`src/hw/ifetch_pkg.sv`:
```
`default_nettype none

package ifetch_pkg;

    //////////////////////////////////////////////////
    // address and data widths
    localparam int VADDR_W     = 32;
    localparam int LINE_ADDR_W = 28;   // 16-byte lines
    localparam int LINE_W      = 128;
    localparam int VPN_W       = 20;   // 4 KB pages
    localparam int PFN_W       = 3;    // only the low frame bits reach the cache
    localparam int PADDR_W     = 15;
    localparam int PLINE_W     = 11;

    // tlb and cache sizes
    localparam int TLB_ENTRIES = 8;
    localparam int BANK_SETS   = 16;
    localparam int INDEX_W     = 4;
    localparam int TAG_W       = 6;    // pline minus index minus parity bit

    // fill port states
    localparam logic [1:0] FILL_IDLE         = 2'd0;
    localparam logic [1:0] FILL_REQ          = 2'd1;
    localparam logic [1:0] FILL_RELEASE      = 2'd2;
    localparam logic [1:0] FILL_WAIT_ACK_LOW = 2'd3;

    //////////////////////////////////////////////////
    // one fetch address, read as page or as line
    typedef union packed {
        struct packed {
            logic [VPN_W-1:0]         vpn;
            logic [VADDR_W-VPN_W-1:0] page_off;
        } page;
        struct packed {
            logic [LINE_ADDR_W-1:0]         line;
            logic [VADDR_W-LINE_ADDR_W-1:0] byte_off;
        } line;
    } fetch_addr_u;

endpackage

`default_nettype wire

```
`src/hw/fetch_addr_sel.sv`:
```
`timescale 1ns/10ps
`default_nettype none

module fetch_addr_sel
    import ifetch_pkg::*;
#(
    parameter int PARITY = 0   // 0 even bank, 1 odd bank
) (
    input  wire                    clk,
    input  wire                    reset_i,
    input  wire                    init_i,
    input  wire [VADDR_W-1:0]      init_addr_i,
    input  wire                    resteer_i,
    input  wire [LINE_ADDR_W-1:0]  resteer_line_i,
    input  wire                    branch_i,
    input  wire [LINE_ADDR_W-1:0]  branch_line_i,
    input  wire                    take_i,
    output logic [LINE_ADDR_W-1:0] line_addr_o
);

    fetch_addr_u            init_addr;
    logic [LINE_ADDR_W-1:0] init_line;
    logic [LINE_ADDR_W-1:0] next_line;
    logic                   load;
    logic [LINE_ADDR_W-1:0] line_q;

    assign init_addr = init_addr_i;

    // the bank of matching parity gets the init line itself,
    // the other one starts on the following line
    always_comb begin
        if (init_addr.line.line[0] == PARITY[0]) begin
            init_line = init_addr.line.line;
        end else begin
            init_line = init_addr.line.line + LINE_ADDR_W'(1);
        end
    end

    //////////////////////////////////////////////////
    // redirect priority: init, then resteer, then branch
    always_comb begin
        load      = 1'b1;
        next_line = line_q;
        if (init_i) begin
            next_line = init_line;
        end else if (resteer_i) begin
            next_line = resteer_line_i;
        end else if (branch_i) begin
            next_line = branch_line_i;
        end else if (take_i) begin
            next_line = line_q + LINE_ADDR_W'(2);   // skip the other bank's line
        end else begin
            load = 1'b0;                            // back-pressure, hold
        end
    end

    always_ff @(posedge clk) begin
        if (reset_i) begin
            line_q <= LINE_ADDR_W'(PARITY);
        end else if (load) begin
            line_q <= next_line;
        end
    end

    assign line_addr_o = line_q;

endmodule

`default_nettype wire

```
`src/hw/fetch_stage.sv`:
```
`timescale 1ns/10ps
`default_nettype none

module fetch_stage
    import ifetch_pkg::*;
(
    input  wire                               clk,
    input  wire                               reset_i,
    input  wire                               init_i,
    input  wire [VADDR_W-1:0]                 init_addr_i,
    input  wire                               resteer_i,
    input  wire [LINE_ADDR_W-1:0]             resteer_line_even_i,
    input  wire [LINE_ADDR_W-1:0]             resteer_line_odd_i,
    input  wire                               branch_i,
    input  wire [LINE_ADDR_W-1:0]             branch_line_even_i,
    input  wire [LINE_ADDR_W-1:0]             branch_line_odd_i,
    input  wire                               take_even_i,
    input  wire                               take_odd_i,
    input  wire [TLB_ENTRIES-1:0][VPN_W-1:0]  tlb_vpn_i,
    input  wire [TLB_ENTRIES-1:0][VPN_W-1:0]  tlb_pfn_i,
    input  wire [TLB_ENTRIES-1:0]             tlb_valid_i,
    input  wire [TLB_ENTRIES-1:0]             tlb_present_i,
    input  wire [TLB_ENTRIES-1:0]             tlb_pcd_i,
    output wire [LINE_ADDR_W-1:0]             line_addr_even_o,
    output wire [LINE_ADDR_W-1:0]             line_addr_odd_o,
    output wire [LINE_W-1:0]                  line_even_o,
    output wire [LINE_W-1:0]                  line_odd_o,
    output wire                               line_valid_even_o,
    output wire                               line_valid_odd_o,
    output wire                               tlb_miss_even_o,
    output wire                               tlb_miss_odd_o,
    output wire                               prot_fault_even_o,
    output wire                               prot_fault_odd_o,
    output wire                               mem_req_o,
    output wire [PLINE_W-1:0]                 mem_addr_o,
    input  wire                               mem_ack_i,
    input  wire [LINE_W-1:0]                  mem_data_i
);

    logic [PFN_W-1:0]   pfn_even, pfn_odd;
    logic               fill_req_even, fill_req_odd;
    logic [PLINE_W-1:0] fill_pline_even, fill_pline_odd;
    logic               fill_we_even, fill_we_odd;
    logic [LINE_W-1:0]  fill_data;

    //////////////////////////////////////////////////
    // line address selectors
    // a take only counts while the bank's line is valid
    fetch_addr_sel #(.PARITY(0)) sel_even (
        .clk(clk), .reset_i(reset_i),
        .init_i(init_i), .init_addr_i(init_addr_i),
        .resteer_i(resteer_i), .resteer_line_i(resteer_line_even_i),
        .branch_i(branch_i), .branch_line_i(branch_line_even_i),
        .take_i(take_even_i && line_valid_even_o), .line_addr_o(line_addr_even_o)
    );

    fetch_addr_sel #(.PARITY(1)) sel_odd (
        .clk(clk), .reset_i(reset_i),
        .init_i(init_i), .init_addr_i(init_addr_i),
        .resteer_i(resteer_i), .resteer_line_i(resteer_line_odd_i),
        .branch_i(branch_i), .branch_line_i(branch_line_odd_i),
        .take_i(take_odd_i && line_valid_odd_o), .line_addr_o(line_addr_odd_o)
    );

    // per-bank tlb lookup on the line base address
    itlb tlb_even (
        .vaddr_i({line_addr_even_o, {(VADDR_W - LINE_ADDR_W){1'b0}}}),
        .tlb_vpn_i(tlb_vpn_i), .tlb_pfn_i(tlb_pfn_i), .tlb_valid_i(tlb_valid_i),
        .tlb_present_i(tlb_present_i), .tlb_pcd_i(tlb_pcd_i),
        .pfn_o(pfn_even), .miss_o(tlb_miss_even_o), .prot_fault_o(prot_fault_even_o)
    );

    itlb tlb_odd (
        .vaddr_i({line_addr_odd_o, {(VADDR_W - LINE_ADDR_W){1'b0}}}),
        .tlb_vpn_i(tlb_vpn_i), .tlb_pfn_i(tlb_pfn_i), .tlb_valid_i(tlb_valid_i),
        .tlb_present_i(tlb_present_i), .tlb_pcd_i(tlb_pcd_i),
        .pfn_o(pfn_odd), .miss_o(tlb_miss_odd_o), .prot_fault_o(prot_fault_odd_o)
    );

    //////////////////////////////////////////////////
    // cache banks and the shared fill port
    icache_bank bank_even (
        .clk(clk), .reset_i(reset_i), .line_addr_i(line_addr_even_o), .pfn_i(pfn_even),
        .tlb_miss_i(tlb_miss_even_o), .prot_fault_i(prot_fault_even_o),
        .fill_req_o(fill_req_even), .fill_pline_o(fill_pline_even),
        .fill_we_i(fill_we_even), .fill_data_i(fill_data),
        .line_o(line_even_o), .line_valid_o(line_valid_even_o)
    );

    icache_bank bank_odd (
        .clk(clk), .reset_i(reset_i), .line_addr_i(line_addr_odd_o), .pfn_i(pfn_odd),
        .tlb_miss_i(tlb_miss_odd_o), .prot_fault_i(prot_fault_odd_o),
        .fill_req_o(fill_req_odd), .fill_pline_o(fill_pline_odd),
        .fill_we_i(fill_we_odd), .fill_data_i(fill_data),
        .line_o(line_odd_o), .line_valid_o(line_valid_odd_o)
    );

    line_fill_port fill_port (
        .clk(clk), .reset_i(reset_i),
        .fill_req_even_i(fill_req_even), .fill_pline_even_i(fill_pline_even),
        .fill_req_odd_i(fill_req_odd), .fill_pline_odd_i(fill_pline_odd),
        .fill_we_even_o(fill_we_even), .fill_we_odd_o(fill_we_odd),
        .fill_data_o(fill_data),
        .mem_req_o(mem_req_o), .mem_addr_o(mem_addr_o),
        .mem_ack_i(mem_ack_i), .mem_data_i(mem_data_i)
    );

endmodule

`default_nettype wire

```
`src/hw/icache_bank.sv`:
```
`timescale 1ns/10ps
`default_nettype none

module icache_bank
    import ifetch_pkg::*;
(
    input  wire                    clk,
    input  wire                    reset_i,
    input  wire [LINE_ADDR_W-1:0]  line_addr_i,
    input  wire [PFN_W-1:0]        pfn_i,
    input  wire                    tlb_miss_i,
    input  wire                    prot_fault_i,
    output logic                   fill_req_o,
    output logic [PLINE_W-1:0]     fill_pline_o,
    input  wire                    fill_we_i,
    input  wire [LINE_W-1:0]       fill_data_i,
    output logic [LINE_W-1:0]      line_o,
    output logic                   line_valid_o
);

    logic [PLINE_W-1:0] pline;
    logic [INDEX_W-1:0] index;
    logic [TAG_W-1:0]   tag;
    logic               fault;
    logic               hit;
    logic               miss;

    logic [BANK_SETS-1:0] valid_q;
    logic [TAG_W-1:0]     tag_q [BANK_SETS];
    logic [LINE_W-1:0]    data_q [BANK_SETS];

    logic               pend_q;         // fill in flight
    logic [PLINE_W-1:0] pend_pline_q;
    logic [INDEX_W-1:0] fill_index;
    logic [TAG_W-1:0]   fill_tag;

    //////////////////////////////////////////////////
    // physical line from frame plus page offset
    assign pline = {pfn_i, line_addr_i[PLINE_W-PFN_W-1:0]};

    // bit 0 only selects the bank, so it is not part of the index
    assign index = pline[INDEX_W:1];
    assign tag   = pline[PLINE_W-1 -: TAG_W];

    assign fault = tlb_miss_i | prot_fault_i;
    assign hit   = valid_q[index] && (tag_q[index] == tag);
    assign miss  = !hit && !fault;

    assign line_o       = data_q[index];
    assign line_valid_o = hit && !fault;

    //////////////////////////////////////////////////
    // fill request
    // once raised, the request stays on the captured line
    // even if the fetch address moves away meanwhile
    assign fill_req_o   = pend_q || miss;
    assign fill_pline_o = pend_q ? pend_pline_q : pline;

    assign fill_index = pend_pline_q[INDEX_W:1];
    assign fill_tag   = pend_pline_q[PLINE_W-1 -: TAG_W];

    always_ff @(posedge clk) begin
        if (reset_i) begin
            pend_q  <= 1'b0;
            valid_q <= '0;
        end else if (fill_we_i) begin
            pend_q              <= 1'b0;
            valid_q[fill_index] <= 1'b1;
        end else if (miss && !pend_q) begin
            pend_q <= 1'b1;
        end
    end

    always_ff @(posedge clk) begin
        if (miss && !pend_q) begin
            pend_pline_q <= pline;          // same value the fill port latches
        end
        if (fill_we_i) begin
            tag_q[fill_index]  <= fill_tag;
            data_q[fill_index] <= fill_data_i;
        end
    end

endmodule

`default_nettype wire

```
`src/hw/itlb.sv`:
```
`timescale 1ns/10ps
`default_nettype none

module itlb
    import ifetch_pkg::*;
(
    input  wire [VADDR_W-1:0]                  vaddr_i,
    input  wire [TLB_ENTRIES-1:0][VPN_W-1:0]   tlb_vpn_i,
    input  wire [TLB_ENTRIES-1:0][VPN_W-1:0]   tlb_pfn_i,   // frame fields are page-number wide
    input  wire [TLB_ENTRIES-1:0]              tlb_valid_i,
    input  wire [TLB_ENTRIES-1:0]              tlb_present_i,
    input  wire [TLB_ENTRIES-1:0]              tlb_pcd_i,
    output logic [PFN_W-1:0]                   pfn_o,
    output logic                               miss_o,
    output logic                               prot_fault_o
);

    fetch_addr_u       va;
    logic              hit;
    logic [PFN_W-1:0]  frame;
    logic              pcd;

    assign va = vaddr_i;

    //////////////////////////////////////////////////
    // fully associative compare
    // scan top down so the lowest matching entry is the one kept
    always_comb begin
        hit   = 1'b0;
        frame = '0;
        pcd   = 1'b0;
        for (int i = TLB_ENTRIES - 1; i >= 0; i--) begin
            if (tlb_valid_i[i] && tlb_present_i[i] && (tlb_vpn_i[i] == va.page.vpn)) begin
                hit   = 1'b1;
                frame = tlb_pfn_i[i][PFN_W-1:0];
                pcd   = tlb_pcd_i[i];
            end
        end
    end

    assign pfn_o  = frame;
    assign miss_o = !hit;

    // instruction fetch from uncacheable mmio space is illegal
    assign prot_fault_o = hit && pcd;

endmodule

`default_nettype wire

```
`src/hw/line_fill_port.sv`:
```
`timescale 1ns/10ps
`default_nettype none

module line_fill_port
    import ifetch_pkg::*;
(
    input  wire                 clk,
    input  wire                 reset_i,
    input  wire                 fill_req_even_i,
    input  wire [PLINE_W-1:0]   fill_pline_even_i,
    input  wire                 fill_req_odd_i,
    input  wire [PLINE_W-1:0]   fill_pline_odd_i,
    output logic                fill_we_even_o,
    output logic                fill_we_odd_o,
    output logic [LINE_W-1:0]   fill_data_o,
    output logic                mem_req_o,
    output logic [PLINE_W-1:0]  mem_addr_o,
    input  wire                 mem_ack_i,
    input  wire [LINE_W-1:0]    mem_data_i
);

    logic [1:0]         state_q;
    logic               sel_odd_q;  // bank being served, or served last
    logic               grant_odd;
    logic [PLINE_W-1:0] addr_q;
    logic [LINE_W-1:0]  data_q;

    // round robin, odd wins a tie only if even went last
    assign grant_odd = fill_req_odd_i && (!fill_req_even_i || !sel_odd_q);

    //////////////////////////////////////////////////
    // four-phase handshake FSM
    always_ff @(posedge clk) begin
        if (reset_i) begin
            state_q   <= FILL_IDLE;
            sel_odd_q <= 1'b1;          // even first after reset
        end else begin
            case (state_q)
                FILL_IDLE: begin
                    if (fill_req_even_i || fill_req_odd_i) begin
                        state_q   <= FILL_REQ;
                        sel_odd_q <= grant_odd;
                    end
                end
                FILL_REQ: begin
                    if (mem_ack_i) begin
                        state_q <= FILL_RELEASE;
                    end
                end
                FILL_RELEASE: state_q <= FILL_WAIT_ACK_LOW;   // line written, req down
                FILL_WAIT_ACK_LOW: begin
                    if (!mem_ack_i) begin
                        state_q <= FILL_IDLE;
                    end
                end
                default: state_q <= FILL_IDLE;
            endcase
        end
    end

    always_ff @(posedge clk) begin
        if (state_q == FILL_IDLE) begin
            addr_q <= grant_odd ? fill_pline_odd_i : fill_pline_even_i;
        end
        if ((state_q == FILL_REQ) && mem_ack_i) begin
            data_q <= mem_data_i;       // valid while ack is high
        end
    end

    assign mem_req_o  = (state_q == FILL_REQ);
    assign mem_addr_o = addr_q;          // stable for the whole request

    assign fill_data_o    = data_q;
    assign fill_we_even_o = (state_q == FILL_RELEASE) && !sel_odd_q;
    assign fill_we_odd_o  = (state_q == FILL_RELEASE) && sel_odd_q;

endmodule

`default_nettype wire

```
`config.mk`:
```
export PLATFORM = sky130hd
export DESIGN_NAME = fetch_stage
export DESIGN_NICKNAME = d
export VERILOG_FILES = /design/src/hw/ifetch_pkg.sv /design/src/hw/fetch_addr_sel.sv /design/src/hw/fetch_stage.sv /design/src/hw/icache_bank.sv /design/src/hw/itlb.sv /design/src/hw/line_fill_port.sv
export SDC_FILE = /design/constraint.sdc
export NUM_CORES = 2
export LEC_CHECK = 0
export BUFFER_PORTS_ARGS = -buffer_cell sky130_fd_sc_hd__buf_2
export CAP_MARGIN = 20
export CORE_ASPECT_RATIO = 0.5
export CORE_MARGIN = 8
export CORE_UTILIZATION = 55
export CTS_CLUSTER_SIZE = 10
export DETAILED_ROUTE_END_ITERATION = 10
export GPL_ROUTABILITY_DRIVEN = 0
export PLACE_DENSITY = 0.81
export SLEW_MARGIN = 0
export SYNTH_ARGS = -nofsm -noshare
export SYNTH_HDL_FRONTEND = slang
export SYNTH_HIERARCHICAL = 1
export SYNTH_MEMORY_MAX_BITS = 65536
export SYNTH_SLANG_ARGS = --single-unit
```
`constraint.sdc`:
```
create_clock -name clk -period 10.9 [get_ports clk]
set_input_delay 0.545 -clock clk [delete_from_list [all_inputs] [get_ports clk]]
set_output_delay 0.545 -clock clk [all_outputs]
set_load 0.005 [all_outputs]
```
==> results of run 1 <==
==> metrics by stage <==
step	utilization, %	area [um^2]
detailed placement	57.9	188000
floorplan	-	179000
global placement	57.9	188000
==> reports/metrics.cfg, run 1 <==
[run_status]
haltStage=4_1_cts
tool.error=[ERROR DPL-0033] detailed placement checks failed during check placement.
status=did not finish

[floorplanning]
start_util_pct=55.1
die_h_um=419
rows=148
die_w_um=822
io_pins=954

[clock_tree]
cts_max_level=6
postCtsSetupBuffers=0
cts_hold_buf=138
root_buffer=clkbuf_16
cts_resized=0
cts_buffer_depth=4
cts.sinks=4542
numCtsBuffers=529

[placement]
hpwl_um=271000
post-place-cells=12800
dp_slack_ns=4.09
io_buffers=813

[yosys]
yosysWarnings=6
netlist_area_um2=179000
avgSynthCellArea_um2=22.6
syn_nets=8537
postSynthCellCount=7905

==> run 2, diff against run 1 <==
Settings changed: CORE_ASPECT_RATIO 0.5 to default, CORE_UTILIZATION 55 to 40, CTS_CLUSTER_SIZE 10 to default, PLACE_DENSITY 0.81 to default, PLACE_DENSITY_LB_ADDON from default to 0.15.
Clock period 10.9 ns to 14.2 ns, I/O delays scaled along.
==> run 2 against run 1 <==
The flow now finishes without violations; synthesized cell count unchanged; synthesized area did not move.
==> reports/metrics.cfg, run 2 <==
[floorplanning]
io_pins=954  ; unchanged
die_w_um=685  ; -17%
die_area_um2=469000
start_util_pct=40.2  ; -15 points
core_area_um2=445000
die_h_um=685  ; +63%
rows=245  ; +66%

[critical_path]
critPathSlowestCell=buf_4
arrival_ns=6.70
worst_path_most_repeated_cell=buf_4
endpoint_kind=output pin
worstPathRequired_ns=13.49
cpPeakStageDelay_ns=0.86
cp-startpoint=sel_odd/line_addr_o[1]
cp-endpoint=line_odd_o[114]
r2r_slack_ns=7.17
crit_fanout=48
crit_type=reg2out
crit_chain=buf_4 > buf_4 > buf_4 > buf_4 > mux4_1 > mux4_2 > buf_2
r2r-start=sel_odd/line_addr_o[22]
reg2reg_depth=16
start_kind=flop
reg2reg_to=sel_odd/line_addr_o[6]

[route]
vias_per_cell=5.72
drtIter0Drc=9194
ant_nets=0
wl_um=519000
vias=88800
drc=0
wire_per_inst_um=33.5
drtPass1Iterations=5

[power_and_ir_drop]
internal_power_w=0.0224
max-vdd-ir-drop_mv=0.100
seq_power_share_pct=51.3
p_clk_share_pct=41.8
p_leak_nw=65.0
switching_share_pct=22.4
p_sw_w=0.00645
power.density_nw_per_um2=139
pwr-share-comb_pct=6.9

[timing]
layout_worst_path_cycle_share_pct=52.2
setup_viol=0
fmax_mhz=135
skew_ns=0.0751
setup-tns-final_ns=0
worst_pin_slew_ns=1.23
relSlewSlack_pct=17.8
timing.hold.ws_ns=0.102
rsz0062_at_grt=no
hold_viol=0
fin_crit_ns=7.41
maxSlewViolCount=0

[yosys]
netlist_area_um2=179000  ; unchanged
postSynthCellCount=7905  ; unchanged
avgSynthCellArea_um2=22.6  ; unchanged
yosysWarnings=6  ; unchanged
syn_nets=8537  ; unchanged

[run_status]
status=finished, final reports clean

[placement]
hpwl_um=293000  ; +8.2%
io_buffers=813  ; unchanged

[cells_and_area]
num-fill-cells=37100
fin_util_pct=46.5
drive_gt1_share_pct=31.2
final_cell_mix=edfxtp_1 (4449), mux4_2 (1136), buf_2 (813)
final_common_cell=edfxtp_1
num-nets-final=9788
syn_to_final_growth_pct=15.6

[job]
maxCapViolations=0

[grt]
grt_pass1_vias=93200
antenna_found_initial=54
track_usage_pct=21.5
grt_start_max_net_pins=137
grt-ovfl-total=0
grt_pass1_wl_um=724000

[clock_tree]
clk_latency_ns=1.02
root_buffer=clkbuf_16
numCtsBuffers=468  ; -12%
cts_tree=done
cts_buffer_depth=4  ; unchanged
cts_max_level=5  ; -1
cts.clk_slew.worst_paths_ns=0.06
cts.sinks=4542  ; unchanged

[worst_hold_path]
min_path_type=in2reg

run 2: power by group through the flow:
stage               sequential, W  clock, W  combinational [W]
global route               0.0148    0.0128            0.00211
CTS                        0.0148    0.0123            0.00203
global placement           0.0151         0            0.00199
finish                     0.0148    0.0121            0.00199
detailed placement         0.0151         0            0.00199
floorplan                  0.0150         0            0.00120
run 2: how the worst min path moves through the flow:
stage,from,end,slack [ns],cells past startpoint
after CTS,init_addr_i[7],sel_odd/line_addr_o[3],0.002,3
after global placement,bank_odd/valid_q[6],bank_odd/valid_q[6],0.44,2
after floorplan,bank_odd/valid_q[5],bank_odd/valid_q[5],0.43,2
after detailed placement,bank_odd/valid_q[7],bank_odd/valid_q[7],0.46,2
after global routing,init_addr_i[7],sel_odd/line_addr_o[3],0.05,3
final,mem_ack_i,fill_port/state_q[1],0.10,3
run 2: area by class of cell:
class | instances | area [um^2] | share of cell area (%)
Antenna cell | 35 | 87.6 | 0.0424
Inverter | 43 | 169 | 0.0817
Tap cell | 5928 | 7420 | 3.59
Sequential cell | 4542 | 135000 | 65.5
Clock buffer | 569 | 12300 | 5.93
Timing Repair Buffer | 1199 | 7780 | 3.76
Clock inverter | 302 | 2700 | 1.31
Multi-Input combinational cell | 2902 | 40900 | 19.8
run 2: worst max-delay path: cells and delay by family (launching register included):
kind	cells	cell delay, ns
buffers and inverters	5	3.45
multiplexers	2	1.18
flip-flops	1	0.82
run 2: metrics by stage:
step	cells	power, W	setup WS [ns]	cell area (um^2)
after CTS	15500	0.0291	6.50	206000
after floorplan	7905	0.0162	2.99	179000
after global placement	14500	0.0170	7.24	190000
final	15500	0.0288	6.79	207000
after global routing	15500	0.0297	6.27	207000
after detailed placement	14500	0.0171	7.36	190000
run 2: layer usage:
metal  track usage [%]  part of all wire (%)  vias up
li1                  -                     -    36300
met1              29.0                    41    48500
met2              36.6                    50     3255
met3              3.67                   6.1      809
met4              5.15                   2.7        8
met5                 0                 0.010        -
run 2: repair_timing:
item                      CTS  global route
buffers inserted            0             0
hold endpoints to repair  133             0
resized for setup           0             0
hold buffers              134             0
Note: power is estimated with default switching activity, not from simulation.
